File: src/logic/merge_pkg.sv
/*
 * Shared definitions for the merge data generator
 * Lane, field and FIFO sizing constants
 * Engine packet struct, lane and ops mask types
 * Setup state machine encoding
 */

package merge_pkg;

    // ----------------------------------------
    // Sizing
    // ----------------------------------------
    localparam int merge_lanes = 4;
    localparam int num_fields  = 4;
    localparam int field_w     = 32;
    localparam int meta_w      = 16;

    // ----------------------------------------
    // FIFO geometry
    // ----------------------------------------
    localparam int fifo_depth  = 16;
    localparam int fifo_addr_w = 4;
    // Leaves room for merges still in flight when the pause kicks in
    localparam int prog_thresh = 8;

    // ----------------------------------------
    // Packet and mask types
    // ----------------------------------------
    // 16 bits of meta followed by the data fields, 144 bits total
    typedef struct packed {
        logic [meta_w-1:0]                 meta;
        logic [num_fields-1:0][field_w-1:0] field;
    } engine_packet_t;

    // One bit per input lane
    typedef logic [merge_lanes-1:0] lane_mask_t;

    // ops_mask[lane][field] selects that lane's field 0 for the output field
    typedef logic [merge_lanes-1:0][num_fields-1:0] ops_mask_t;

    // ----------------------------------------
    // Setup state machine
    // ----------------------------------------
    typedef enum logic [2:0] {
        st_reset,
        st_idle,
        st_setup_idle,
        st_setup_req,
        st_setup_wait,
        st_start,
        st_busy,
        st_pause
    } merge_state_t;

endpackage : merge_pkg

File: src/logic/merge_config_fsm.sv
/*
 * Setup state machine for the merge data generator
 * Requests and captures the merge configuration,
 * enables merging and pauses on output programmable-full
 */

`timescale 1ns/1ps

module merge_config_fsm
    import merge_pkg::*;
(
    input  logic       ap_clk,
    input  logic       areset_generator,
    input  logic       config_request,
    input  logic       config_valid,
    input  lane_mask_t config_merge_mask,
    input  ops_mask_t  config_ops_mask,
    input  logic       out_prog_full,
    output logic       config_setup,
    output logic       merge_enable,
    output lane_mask_t merge_mask,
    output ops_mask_t  ops_mask,
    output logic       running
);

    merge_state_t state;
    merge_state_t next_state;

    // ----------------------------------------
    // State register
    // ----------------------------------------
    always_ff @(posedge ap_clk) begin
        if (areset_generator) begin
            state <= st_reset;
        end else begin
            state <= next_state;
        end
    end

    always_comb begin
        next_state = state;
        case (state)
            st_reset:      next_state = st_idle;
            st_idle:       next_state = st_setup_idle;
            st_setup_idle: begin
                if (config_request) begin
                    next_state = st_setup_req;
                end
            end
            st_setup_req:  next_state = st_setup_wait;
            st_setup_wait: begin
                if (config_valid) begin
                    next_state = st_start;
                end
            end
            st_start:      next_state = st_busy;
            st_busy: begin
                if (out_prog_full) begin
                    next_state = st_pause;
                end
            end
            st_pause: begin
                if (!out_prog_full) begin
                    next_state = st_busy;
                end
            end
            default:       next_state = st_reset;
        endcase
    end

    // ----------------------------------------
    // Configuration capture
    // ----------------------------------------
    always_ff @(posedge ap_clk) begin
        if (state == st_setup_wait && config_valid) begin
            merge_mask <= config_merge_mask;
            ops_mask   <= config_ops_mask;
        end
    end

    // Setup strobe lasts exactly the one cycle spent in st_setup_req
    assign config_setup = (state == st_setup_req);
    assign merge_enable = (state == st_busy);
    assign running      = (state inside {st_start, st_busy, st_pause});

    // Lane 0 supplies meta, so it has to be part of every merge
    a_mask_has_lane0 : assert property (
        @(posedge ap_clk) disable iff (areset_generator) running |-> merge_mask[0]
    ) else $error("merge_config_fsm: merge mask without lane 0");

endmodule : merge_config_fsm

File: config.mk
export PLATFORM = sky130hd
export DESIGN_NAME = merge_config_fsm
export DESIGN_NICKNAME = d
export VERILOG_FILES = /design/src/logic/merge_pkg.sv /design/src/logic/merge_config_fsm.sv
export SDC_FILE = /design/constraint.sdc
export NUM_CORES = 1
export LEC_CHECK = 0
export CAP_MARGIN = 10
export CORE_UTILIZATION = 49
export DETAILED_ROUTE_END_ITERATION = 16
export DONT_BUFFER_PORTS = 1
export PLACE_DENSITY = 0.65
export SLEW_MARGIN = 25
export SYNTH_ARGS = -nofsm -noshare
export SYNTH_HDL_FRONTEND = slang
export SYNTH_SLANG_ARGS = --single-unit
File: constraint.sdc
create_clock -name ap_clk -period 2 [get_ports ap_clk]
set_clock_uncertainty 0.05 [all_clocks]
set_input_delay 0.2 -clock ap_clk [delete_from_list [all_inputs] [get_ports ap_clk]]
set_output_delay 0.2 -clock ap_clk [all_outputs]
set_load 0.1 [all_outputs]
==> results.md <==
- Status: completed
- Worst VDD drop: 0.6531 mV
- Buffers added on ports: 0
- Fmax: between 0.5 and 0.6 GHz
- # DRC: 0
- LEAKAGE: 0.4549 nW
- First-pass GRT wire length: 2697 um
- Crit path cell chain: inv_1 > nor3b_4 > buf_4
- Crit Path Class: reg2out
- Clk_lat worst skew: about 0.30 ns
- WHS Endpoint: state[0]
- RSZ-0062 raised after global routing: false
- Placeable Area: 1366 um^2
- Final hold vios: 0
- DP Wirelength: 1089 um
- Ports: 48
- RD Place Congestion: 0.6842
- # diodes: 0
- Routed wire length: 1997 um
- Crit. End Element: output pin
- Syn_nets: 63
- CP bufs+invs: 2
- TritonCTS Sinks: 23
- Min Tclk post-route: 1.706 ns
- Hold-critical path depth: 2
- Largest stage delay on the critical path: 0.51 ns
- Critical path's top delay family: flip-flops
- Final setup fails: 0
- Drt first-iter violations: 20
- Drt first pass iters: 4
- FF-to-FF Start: state[2]
- CTS tree: built
- Placed Cells: 76
- Yosys warnings: 0
- Startpoint types: register
- Post-synthesis area per instance: 19.69 um^2
- Slowest CP cell: dfxtp_1
- CP arrival: ~1.5 ns
- Max-cap violations: 0
- Max-slew headroom at the worst pin: around two thirds
- Final Max Slew Viols: 0
- Largest net degree at the start of global routing: 21
- Distinct cell type count after synthesis: 13
- Post-CTS sizing: 0
- Max clock buf depth: 2
- Die ar.: 1687 um^2
- Post-CTS Setup Repair Bufs: 0
- Pwr Total: around 0.9 mW
- Setup TNS Final: 0 ns
- Final antenna-violating net count: 0
- Hold Crit Class: in2reg
- FF-to-FF path depth: 1
- Num CTS Buffers: 3
- Initial antenna violation count: 0
- Sequential area share after synthesis: 88.29%
- Min-delay src: config_request
- Final #Nets: 112
- GRT Util Overall: 28.62%
- Die Ht: 41.08 um
- H-tree levels: 1
- Mapped Area: 748.2 um^2
- Initial Util: 54.76%
- CTS Root Cell: clkbuf_4
- Crit-path max FO: 7
- Flops & latches, synth: 23
- Reg clk slew, reported paths: 0.12 ns
- Row cnt: 13
- Post-route worst hold slack: around 0.055 ns
- Area Growth Syn to Fin: 59.36%
- Via-to-Cell Ratio: 5.475
- CP Data Required Time: 1.75 ns
- Drt wl/cell: 19.77 um
- Vias: 553
- Worst Max-Slew Pin Slew: 0.4924 ns
- Vias in the first global route: between 500 and 600
- GRT overflow: 0
- Post-route clock period utilization: 85.28%
- Cells after Synth: 38
- Post-Layout Cell Count: 101
- R2r endpoint: ops_mask[5]
- Chip width: 41.08 um
- Pwr per Cell Area: 772.8 nW/um^2
- R2r setup slk: 0.51 ns
- Post-layout util: 87.27%
- Share of layout cells above drive strength 1: 36.05%
-- cells in the final DEF (no fill, tap or decap) --
cell	netlist	layout
nor2_1	4	3
a31oi_1	1	1
o21ai_1	1	1
nor3b_4	0	1
dlygate4sd3_1	0	21
nor2_2	0	1
nor3_1	1	1
a21oi_1	2	2
nor2b_2	0	1
inv_1	1	1
and4bb_2	1	1
nor3b_2	1	1
edfxtp_1	20	20
nand2_1	1	1
clkbuf_1	0	1
dfxtp_1	3	3
clkbuf_4	0	3
buf_4	0	23
-- cell usage after synthesis --
cell	number	share of area, %
edfxtp_1	20	80
inv_1	1	0.50
nor3b_2	1	1.7
nor2_1	4	2.0
and4bb_2	1	1.7
nor2b_1	1	0.84
nor3b_1	1	1.0
a31oi_1	1	0.84
dfxtp_1	3	8.0
nor3_1	1	0.67
nand2_1	1	0.50
a21oi_1	2	1.3
o21ai_1	1	0.67
-- metal layers --
layer,vias up,part of all wire [%],GRT usage (%)
met4,0,3.5,17.50
met5,-,0,0
met3,6,8.3,7.065
met1,258,35,27.21
li1,241,-,-
met2,48,53,53.52
-- final cells by class --
class | instances | area, um^2
Multi-Input combinational cell | 14 | 100.1
Tap cell | 15 | 18.77
Sequential cell | 23 | 660.6
Fill cell | 61 | 173.9
Timing Repair Buffer | 44 | 382.9
Clock buffer | 4 | 26.28
Inverter | 1 | 3.754
-- power by group --
part	internal [mW]	total (mW)	switching [mW]
combinational	0.0526	0.154	0.101
clock	0.0778	0.211	0.133
sequential	0.537	0.557	0.0200
total	0.667	0.921	0.254
-- through the flow --
stage,area [um^2],worst slack [ns]
after floorplan,758.2,0.05803
after global placement,955.9,0.5949
final,1192,0.2944
after detailed placement,955.9,0.5417
after global routing,1192,0.2480
after CTS,1192,0.3596
-- state kept, by name (all words and copies together), names as in the netlist --
| signal | count |
|---|---|
| ops_mask | 16 |
| merge_mask | 4 |
| state | 3 |
-- cells by family (layout without fill, tap and decap cells) --
| family | after synthesis | count (layout) | synth area share, % |
|---|---|---|---|
| AOI/OAI and AO/OA | 4 | 4 | 2.843 |
| buffers and inverters | 1 | 49 | 0.5012 |
| DFF | 23 | 23 | 88.30 |
| and+or+nand+nor | 10 | 10 | 8.360 |
-- how the worst max path moves through the flow --
| stage | start | endpoint | cells past startpoint |
|---|---|---|---|
| after floorplan | state[1] | merge_enable | 2 |
| after global placement | state[0] | ops_mask[14] | 1 |
| after detailed placement | state[0] | ops_mask[5] | 1 |
| after CTS | state[1] | merge_enable | 3 |
| after global routing | state[1] | merge_enable | 3 |
| final | state[1] | merge_enable | 3 |
-- repair_timing --
item,4_1_cts,5_1_grt
hold buffers,21,0
endpoints found under the setup margin,0,0
hold endpoints to repair,23,0
No activity file was read; power rests on OpenSTA's default activity.
