`src/logic/merge_pkg.sv`:
```
/*
 * Shared definitions for the merge data generator
 * Lane, field and FIFO sizing constants
 * Engine packet struct, lane and ops mask types
 * Setup state machine encoding
 */

package merge_pkg;

    // ----------------------------------------
    // Sizing
    // ----------------------------------------
    localparam int merge_lanes = 4;
    localparam int num_fields  = 4;
    localparam int field_w     = 32;
    localparam int meta_w      = 16;

    // ----------------------------------------
    // FIFO geometry
    // ----------------------------------------
    localparam int fifo_depth  = 16;
    localparam int fifo_addr_w = 4;
    // Leaves room for merges still in flight when the pause kicks in
    localparam int prog_thresh = 8;

    // ----------------------------------------
    // Packet and mask types
    // ----------------------------------------
    // 16 bits of meta followed by the data fields, 144 bits total
    typedef struct packed {
        logic [meta_w-1:0]                 meta;
        logic [num_fields-1:0][field_w-1:0] field;
    } engine_packet_t;

    // One bit per input lane
    typedef logic [merge_lanes-1:0] lane_mask_t;

    // ops_mask[lane][field] selects that lane's field 0 for the output field
    typedef logic [merge_lanes-1:0][num_fields-1:0] ops_mask_t;

    // ----------------------------------------
    // Setup state machine
    // ----------------------------------------
    typedef enum logic [2:0] {
        st_reset,
        st_idle,
        st_setup_idle,
        st_setup_req,
        st_setup_wait,
        st_start,
        st_busy,
        st_pause
    } merge_state_t;

endpackage : merge_pkg

```
`src/logic/field_merge_stage.sv`:
```
/*
 * All-or-nothing pop across the masked lanes
 * Registered field merge into one output packet
 */

`timescale 1ns/1ps

module field_merge_stage
    import merge_pkg::*;
(
    input  logic           ap_clk,
    input  logic           areset_generator,
    input  logic           merge_enable,
    input  lane_mask_t     merge_mask,
    input  ops_mask_t      ops_mask,
    input  logic           lane_valid [merge_lanes],
    input  engine_packet_t lane_data [merge_lanes],
    output logic           lane_pop [merge_lanes],
    output logic           merged_valid,
    output engine_packet_t merged_data
);

    logic           fire;
    engine_packet_t merged_next;

    // ----------------------------------------
    // Pop decision
    // ----------------------------------------
    always_comb begin
        fire = merge_enable;
        for (int i = 0; i < merge_lanes; i++) begin
            if (merge_mask[i] && !lane_valid[i]) begin
                fire = 1'b0;
            end
        end
        for (int i = 0; i < merge_lanes; i++) begin
            lane_pop[i] = fire & merge_mask[i];
        end
    end

    // ----------------------------------------
    // Field selection
    // ----------------------------------------
    always_comb begin
        merged_next = lane_data[0];
        // Ascending scan so the highest masked lane wins
        for (int j = 0; j < num_fields; j++) begin
            for (int i = 0; i < merge_lanes; i++) begin
                if (merge_mask[i] && ops_mask[i][j]) begin
                    merged_next.field[j] = lane_data[i].field[0];
                end
            end
        end
    end

    always_ff @(posedge ap_clk) begin
        if (areset_generator) begin
            merged_valid <= 1'b0;
        end else begin
            merged_valid <= fire;
        end
    end

    always_ff @(posedge ap_clk) begin
        if (fire) begin
            merged_data <= merged_next;
        end
    end

    // Masks are captured once per setup and hold while merging
    a_masks_stable : assert property (
        @(posedge ap_clk) disable iff (areset_generator)
            merge_enable |-> ($stable(merge_mask) && $stable(ops_mask))
    ) else $error("field_merge_stage: masks changed while merging");

endmodule : field_merge_stage

```
`config.mk`:
```
export PLATFORM = sky130hd
export DESIGN_NAME = field_merge_stage
export DESIGN_NICKNAME = d
export VERILOG_FILES = /design/src/logic/merge_pkg.sv /design/src/logic/field_merge_stage.sv
export SDC_FILE = /design/constraint.sdc
export NUM_CORES = 1
export LEC_CHECK = 0
export BUFFER_PORTS_ARGS = -buffer_cell sky130_fd_sc_hd__buf_2
export CAP_MARGIN = 25
export CORE_AREA = 4 4 287 289
export CTS_BUF_LIST = sky130_fd_sc_hd__clkbuf_2
export DETAILED_ROUTE_END_ITERATION = 7
export DIE_AREA = 0 0 291 293
export PLACE_DENSITY = 0.44
export SYNTH_ARGS = -nofsm -noshare
export SYNTH_HDL_FRONTEND = slang
export SYNTH_SLANG_ARGS = --single-unit
```
`constraint.sdc`:
```
create_clock -name ap_clk -period 7.1 [get_ports ap_clk]
set_input_delay 0.355 -clock ap_clk [delete_from_list [all_inputs] [get_ports ap_clk]]
set_output_delay 0.355 -clock ap_clk [all_outputs]
set_load 0.02 [all_outputs]
```
==> flow_summary_export.csv <==
group,metric,value,unit
floorplan,die_area,0.08526,mm²
drt,ant_nets,0,
worst_setup_path,crit_buf_inv,4,
synthesis,ys_ff_latch,145,
timing,period_needed,2.720,ns
pwr,power_density,157.0,mW/mm²
cts,cts.path.max_buffers,2,
worst_setup_path,critPathMaxStageDelay,0.77,ns
synthesis,yosysUniqueCellTypes,33,
placement,gp_congestion,0.8044,
cts,cts_tree,"yes",
floorplan,core_area,0.07990,mm²
cts,htree_levels,4,
timing,rsz0062_at_grt,"no",
timing,whs,0.2294,ns
synthesis,synth.most_common_cell,"edfxtp_1",
status,status,"finished clean",
finish,drive_above_1_share,30.54,%
timing,period_share,38.31,%
drt,drtIter0Drc,1487,
timing,fin_tns_setup,0,ns
floorplan,start_util,12.23,%
floorplan,rows,104,
timing,drv_slew,0,
pwr,p_leak,6.735,nW
timing,fmax,367.7,MHz
worst_setup_path,start_kind,"input port",
worst_setup_path,worstSetupPathType,"input port to flop",
floorplan,die_w,291,µm
cts,cts_sinks,145,
synthesis,synth_fp_nets,1644,
synthesis,synth_edf_count,144,
run,cap_violations,0,
cts,path_clk_slew,0.36,ns
global_routing,grt_antenna_before_repair,21,
drt,wire_per_inst,26.23,µm
synthesis,yosys_most_used_dff,"edfxtp_1",
cts,cts-resized-gates,0,
drt,routed-via-count,13590,
timing,setup_viol,0,
worst_setup_path,crit_fanout,64,
drt,drc_errors,0,
worst_setup_path,critPathTopFamily,"buffers and inverters",
finish,nNetsFinal,2365,
drt,vias_per_cell,4.775,
synthesis,avgSynthCellArea,9.388,µm²
timing,relSlewSlack,23.39,%
synthesis,yosys_warnings,0,
synthesis,netlist_instances,1041,
floorplan,dieHeight,293,µm
pwr,peakVddDrop,105.1,µV
cts,cts-root-buf,"clkbuf_2",
synthesis,synth.top_cell.area_share,44.25,%
worst_setup_path,startpoint,"merge_enable",
synthesis,netlist_area,0.009773,mm²
drt,dr.pass1.iters,5,
global_routing,grt_max_degree,74,
pwr,totalPowerFinal,0.002683,W
global_routing,grt_overflow,0,
worst_setup_path,cp.arrival,3.35,ns
worst_setup_path,crit_top_cell,"dlygate4sd3_1",
cts,cts_made_buffers,17,
worst_setup_path,end_kind,"flop",
synthesis,synth_largest_area_cell,"edfxtp_1",
finish,regArea,0.004344,mm²
synthesis,yosys-top-cells-count,"edfxtp_1, and3_1, o21ai_0",
worst_setup_path,critPathSlowestCell,"buf_4",
global_routing,grt_pass1_vias,14174,
placement,io_buffers,414,
worst_setup_path,critPathRequiredTime,7.73,ns
timing,tightest_slew,1.145,ns
timing,hold_viol,0,
finish,syn2layout_area_growth,74.87,%
finish,multi_input_area,0.004841,mm²
worst_setup_path,worstPathCellList,"dlygate4sd3_1, buf_2, o2111ai_2, dlygate4sd3_1, nor2_4, buf_4",
synthesis,seq_area_frac_synth,44.45,%
floorplan,io_pins,752,
placement,hpwl,49.23,mm
hold_path,hp-start,"lane_valid[1]",
global_routing,grt_pass1_wl,102.7,mm
drt,routed_wirelength,74.64,mm
hold_path,hp-class,"input port to flop",
synthesis,ys_top_cells_by_area,"edfxtp_1, and3_1, a211oi_1, o31ai_1, o21ai_0",
finish,num-fill-cells,8871,
global_routing,grtUsageTotal,16.79,%
synthesis,async_flop_share,0,%
## cell families (layout without fill, tap and decap cells)
kind of cell	after synthesis	in the layout	share of synthesized area [%]
buffers and inverters	123	857	6.363
AO/OA/AOI/OAI	388	388	27.90
other	0	11	0
AND/OR/NAND/NOR	385	385	21.29
flip-flops	145	145	44.45
## state kept, by name (all words and copies together) (netlist names)
register,cells
merged_data,144
merged_valid,1
## power by group
part / leakage, nW / total, W / internal (W) / switching (W)
registers: 1.33 / 0.00106 / 0.00103 / 0.0000217
clock network: 0.162 / 0.000606 / 0.000134 / 0.000471
logic: 5.24 / 0.00102 / 0.000438 / 0.000583
## stage by stage
stage	utilization [%]	setup WS, ns	area, µm²	cells
floorplan	-	2.087	9776	1041
global placement	15.99	4.018	12770	2417
detailed placement	16.18	3.990	12930	2424
CTS	21.23	4.579	16960	2831
global route	21.36	4.404	17070	2837
finish	21.39	4.380	17090	2846
## cell type report
type	count	area share [%]
diodes	11	0.1611
flip-flops and latches	145	25.42
inverters	1	0.02196
repair buffers	824	36.68
clock buffers	17	0.4978
multi-input cells	773	28.33
well taps	1060	7.760
clock inverters	15	1.135
## placed cells by master (no fill, tap or decap), types with 2 or more instances in the layout
cell type,count
a211oi_1,95
a211oi_2,30
a21bo_2,3
a22o_4,3
a31oi_1,3
and2_2,5
and3_1,125
and3b_1,3
buf_12,6
buf_16,5
buf_2,412
buf_4,26
clkbuf_2,17
clkinv_8,5
diode_2,11
dlygate4sd3_1,375
edfxtp_1,144
inv_12,2
inv_6,4
inv_8,4
nand2_1,36
nand2_2,14
nand2b_1,2
nand3_1,96
nand3b_1,6
nor3_1,92
nor3b_1,2
o21ai_0,124
o21ai_1,33
o221a_2,3
o311ai_0,2
o31ai_1,90
## metal layers
| metal | global-route usage (%) | part of all wire [%] |
|---|---|---|
| met1 | 21.60 | 42 |
| met2 | 25.05 | 41 |
| met3 | 6.568 | 13 |
| met4 | 7.138 | 4.3 |
| met5 | 0 | 0.11 |
## worst paths after layout
kind                  slack [ns]               to  cells after the start
worst max-delay path        4.38  merged_data[43]                      6
worst min-delay path        0.23  merged_data[60]                      3
## what timing repair did
item,4_1_cts,5_1_grt
hold buffers,375,0
hold endpoints to repair,164,0
setup buffers,0,0
(Power assumes the default switching activity.)
