<file path="src/logic/merge_pkg.sv">
/*
 * Shared definitions for the merge data generator
 * Lane, field and FIFO sizing constants
 * Engine packet struct, lane and ops mask types
 * Setup state machine encoding
 */

package merge_pkg;

    // ----------------------------------------
    // Sizing
    // ----------------------------------------
    localparam int merge_lanes = 4;
    localparam int num_fields  = 4;
    localparam int field_w     = 32;
    localparam int meta_w      = 16;

    // ----------------------------------------
    // FIFO geometry
    // ----------------------------------------
    localparam int fifo_depth  = 16;
    localparam int fifo_addr_w = 4;
    // Leaves room for merges still in flight when the pause kicks in
    localparam int prog_thresh = 8;

    // ----------------------------------------
    // Packet and mask types
    // ----------------------------------------
    // 16 bits of meta followed by the data fields, 144 bits total
    typedef struct packed {
        logic [meta_w-1:0]                 meta;
        logic [num_fields-1:0][field_w-1:0] field;
    } engine_packet_t;

    // One bit per input lane
    typedef logic [merge_lanes-1:0] lane_mask_t;

    // ops_mask[lane][field] selects that lane's field 0 for the output field
    typedef logic [merge_lanes-1:0][num_fields-1:0] ops_mask_t;

    // ----------------------------------------
    // Setup state machine
    // ----------------------------------------
    typedef enum logic [2:0] {
        st_reset,
        st_idle,
        st_setup_idle,
        st_setup_req,
        st_setup_wait,
        st_start,
        st_busy,
        st_pause
    } merge_state_t;

endpackage : merge_pkg

</file>
<file path="src/logic/packet_fifo.sv">
/*
 * Synchronous first-word-fall-through FIFO of engine packets
 * Occupancy count drives empty, full and programmable-full
 */

`timescale 1ns/1ps

module packet_fifo
    import merge_pkg::*;
(
    input  logic           ap_clk,
    input  logic           areset_generator,
    input  logic           wr_en,
    input  engine_packet_t din,
    input  logic           rd_en,
    output engine_packet_t dout,
    output logic           empty,
    output logic           full,
    output logic           prog_full
);

    engine_packet_t         mem [fifo_depth];
    logic [fifo_addr_w-1:0] wr_ptr;
    logic [fifo_addr_w-1:0] rd_ptr;
    logic [fifo_addr_w:0]   count;
    logic                   do_wr;
    logic                   do_rd;

    // Guard against overflow and underflow
    assign do_wr = wr_en & ~full;
    assign do_rd = rd_en & ~empty;

    // ----------------------------------------
    // Storage
    // ----------------------------------------
    always_ff @(posedge ap_clk) begin
        if (do_wr) begin
            mem[wr_ptr] <= din;
        end
    end

    // Head entry is always visible
    assign dout = mem[rd_ptr];

    // ----------------------------------------
    // Pointers and occupancy
    // ----------------------------------------
    always_ff @(posedge ap_clk) begin
        if (areset_generator) begin
            wr_ptr <= '0;
            rd_ptr <= '0;
            count  <= '0;
        end else begin
            if (do_wr) begin
                wr_ptr <= wr_ptr + 1'b1;
            end
            if (do_rd) begin
                rd_ptr <= rd_ptr + 1'b1;
            end
            case ({do_wr, do_rd})
                2'b10:   count <= count + 1'b1;
                2'b01:   count <= count - 1'b1;
                default: count <= count;
            endcase
        end
    end

    assign empty     = (count == '0);
    assign full      = (count == fifo_depth);
    assign prog_full = (count >= prog_thresh);

    // Producer and consumer must respect the flags
    a_no_write_when_full : assert property (
        @(posedge ap_clk) disable iff (areset_generator) wr_en |-> !full
    ) else $error("packet_fifo: write while full");

    a_no_read_when_empty : assert property (
        @(posedge ap_clk) disable iff (areset_generator) rd_en |-> !empty
    ) else $error("packet_fifo: read while empty");

endmodule : packet_fifo

</file>
<file path="config.mk">
export PLATFORM = sky130hd
export DESIGN_NAME = packet_fifo
export DESIGN_NICKNAME = d
export VERILOG_FILES = /design/src/logic/merge_pkg.sv /design/src/logic/packet_fifo.sv
export SDC_FILE = /design/constraint.sdc
export NUM_CORES = 2
export LEC_CHECK = 0
export BUFFER_PORTS_ARGS = -buffer_cell sky130_fd_sc_hd__buf_2
export CORE_MARGIN = 2
export CORE_UTILIZATION = 45
export CTS_BUF_LIST = sky130_fd_sc_hd__clkbuf_4 sky130_fd_sc_hd__clkbuf_8
export CTS_CLUSTER_DIAMETER = 40
export DETAILED_ROUTE_END_ITERATION = 10
export PLACE_DENSITY = 0.57
export SYNTH_ARGS = -nofsm -noshare
export SYNTH_HDL_FRONTEND = slang
export SYNTH_SLANG_ARGS = --single-unit
</file>
<file path="constraint.sdc">
create_clock -name ap_clk -period 14.3 [get_ports ap_clk]
set_input_delay 1.43 -clock ap_clk [delete_from_list [all_inputs] [get_ports ap_clk]]
set_output_delay 1.43 -clock ap_clk [all_outputs]
set_load 0.02 [all_outputs]
</file>
==> out/results.tsv <==
metric	value	unit
RSZ-0062 raised after global routing	no	
drt total wl	203000	um
clock skew	0.0444	ns
initial antenna violation count	45	
fin. max-slew vios	0	
post-CTS setup buffers	0	
post-synthesis adder-cell area fraction	0.000999	
WL/cell	29.2	um
post-synth cell types	38	
setup_tns	0	ns
CTS tree	yes	
CP endpoint	dout[1]	
vias per cell	5.69	
Root Buffer	clkbuf_8	
simple-gate area share of the yosys netlist	0.00731	
Top Ports	295	
Reg-to-Reg End	mem[12][120]	
Yosys warning total	0	
placed cell areas	92200	um2
first-pass GRT wire length	294000	um
H-Tree Level Count	5	
worst hold path depth	2	
Top FF cell, synth	edfxtp_1	
Critical R2R Launch	count[2]	
Req. time, crit path	12.87	ns
design area	100000	um2
All-Layer GR Usage	0.206	
fin crit period	7.07	ns
post-DP HPWL	93900	um
clk_lat worst skew	1.06	ns
post-synthesis cell area	87700	um2
# clock sinks	2321	
Synth Net Count	3637	
area grow syn2layout	14.3	%
DRC violations left	0	
largest family of logic cells by synthesized area	multiplexers	
final setup fails	0	
leakage power	0.0309	uW
mux share of post-synthesis cell area	0.178	
Power Density	168	nW/um2
critical path endpoint category	output pin	
Max Fanout on Critical Path	118	
Final #Nets	4230	
complex-gate fraction of the synthesized area	0.00823	
syn_area_per_cell	25.2	um2
via count	39449	
Mapped Cells	3482	
FF-to-FF setup slack	9.67	ns
FILL cells	15121	
hold bufs inserted after CTS	0	
number of synthesized flops with an enable pin	2304	
vias in the first global route	41795	
Die ar.	198000	um2
Final Hold Fails	0	
xor/xnor share of the synthesized area	0.000899	
post-CTS sizing	0	
largest net degree at the start of global routing	119	
ratio of cells with drive above 1 in the final layout	0.384	
initial core utilization	0.452	
row cnt	162	
share of flip-flops with an asynchronous set or reset	0	
CTS Buf Count	412	
fmax	142	MHz
CTS clk-pin slew, worst paths	0.06	ns
Initial DRC Count	3390	
placer's final routability congestion estimate	0.716	
die height	445	um
Longest Clk Path Bufs	4	
Die W	445	um
Yosys reg bits	2321	
sequential share of the synthesized area	0.793	
actual slew at the worst max-slew pin	1.28	ns
Worst Reg2Reg Path Length in Cells	6	
total congestion overflow	0	
number of I/O port buffers	294	
Max rail drop VDD	0.000125	V
Hold Crit Class	flop to flop	
Post-DRT Antenna Nets	0	
Max-cap violations	0	
Slew headroom	0.146	
Worst Setup Start Kind	flop	
status	finished clean	
core area	194000	um2
final period utilization	0.494	
critical path data arrival time	5.64	ns
Power, Total	16800	uW
Setup CP Type	flop to output pin	
router iterations before antenna repair	5	
worst max-delay path: stages, from the launching register on:
cell	delay, ns
dfxtp_4	0.65
buf_12	0.67
buf_4	0.83
buf_4	0.88
mux4_2	0.40
nor2b_1	0.14
a211oi_1	0.28
a21oi_1	0.14
buf_2	0.25
where the power goes:
group	leakage, uW	switching (uW)	total (uW)	internal [uW]
Combinational	0.00570	1630	3080	1450
Clock	0.00421	2620	6000	3380
Sequential	0.0210	70.3	7760	7690
flip-flops by register name, summed over array words and instances (netlist names), named ones only:
signal  flops
wr_ptr      4
count       5
mem      2304
rd_ptr      4
logic make-up (layout without fill, tap and decap cells):
logic type | after synthesis | in the layout
buffers and inverters | 189 | 1086
multiplexers | 725 | 725
AO/OA/AOI/OAI | 115 | 115
flip-flops | 2321 | 2321
adder cells (fa/ha/maj) | 7 | 7
other | 0 | 11
XOR/XNOR | 9 | 9
AND/OR/NAND/NOR | 116 | 116
cell type report:
class | instances | area (um2) | share of cell area
clock inverters | 184 | 1380 | 0.0138
repair buffers | 364 | 2210 | 0.0220
well taps | 2542 | 3180 | 0.0317
diodes | 11 | 27.5 | 0.000275
flip-flops and latches | 2321 | 69500 | 0.694
clock buffers | 534 | 6620 | 0.0661
multi-input cells | 972 | 17200 | 0.172
inverters | 4 | 15.0 | 0.000150
stage by stage:
stage	setup slack, ns	util	instances	hold slack (ns)
finish	7.23	0.516	6932	0.518
global placement	8.21	0.475	6203	0.487
detailed placement	8.25	0.475	6203	0.507
CTS	7.09	0.516	6921	0.520
floorplan	1.65	-	3482	0.472
global route	6.96	0.516	6931	0.548
worst min path at each step:
stage / start / end / slack (ns)
5_1_grt: rd_ptr[3] / rd_ptr[3] / 0.55
6_report: rd_ptr[3] / flop / 0.52
4_1_cts: rd_ptr[3] / flop / 0.52
3_5_place_dp: rd_ptr[3] / flop / 0.51
2_1_floorplan: rd_ptr[3] / flop / 0.47
3_3_place_gp: rd_ptr[3] / flop / 0.49
metal layers:
layer | part of all wire | wire [um] | global-route usage
met5 | 0.00047 | 95 | 0
met4 | 0.025 | 5020 | 0.0648
met3 | 0.052 | 10600 | 0.0395
met2 | 0.51 | 103000 | 0.341
met1 | 0.41 | 84000 | 0.276
cell usage in the layout, fill, tap and decap left out, drive strengths merged:
cell | Yosys | layout
diode | 0 | 11
a31oi | 1 | 1
mux2i | 56 | 56
or4 | 1 | 1
buf | 107 | 364
and2 | 1 | 1
xor2 | 6 | 6
or2 | 1 | 1
a21oi | 55 | 55
dfxtp | 17 | 17
nor2b | 55 | 55
a211oi | 54 | 54
edfxtp | 2304 | 2304
nand4 | 2 | 2
clkinvlp | 0 | 13
o32ai | 1 | 1
nor4 | 2 | 2
bufinv | 0 | 20
nor3b | 2 | 2
clkinv | 0 | 146
inv | 4 | 9
a21boi | 1 | 1
and3b | 1 | 1
clkbuf | 78 | 534
nand2 | 9 | 9
o22ai | 1 | 1
o21a | 1 | 1
xnor2 | 3 | 3
nor2 | 32 | 32
or3 | 1 | 1
nand2b | 3 | 3
mux2 | 2 | 2
mux4 | 667 | 667
nor4b | 1 | 1
nor3 | 5 | 5
ha | 7 | 7
o21ai | 1 | 1
synth_stat cells, drive strengths merged (5+ instances only):
cell type  number  area, um2
a211oi         54        405
a21oi          55        275
buf           107        708
clkbuf         78        293
dfxtp          17        340
edfxtp       2304      69200
ha              7       87.6
mux2i          56        561
mux4          667      15000
nand2           9       33.8
nor2           32        120
nor2b          55        344
nor3            5       25.0
xor2            6       52.6
No activity file was read; power rests on OpenSTA's default activity.
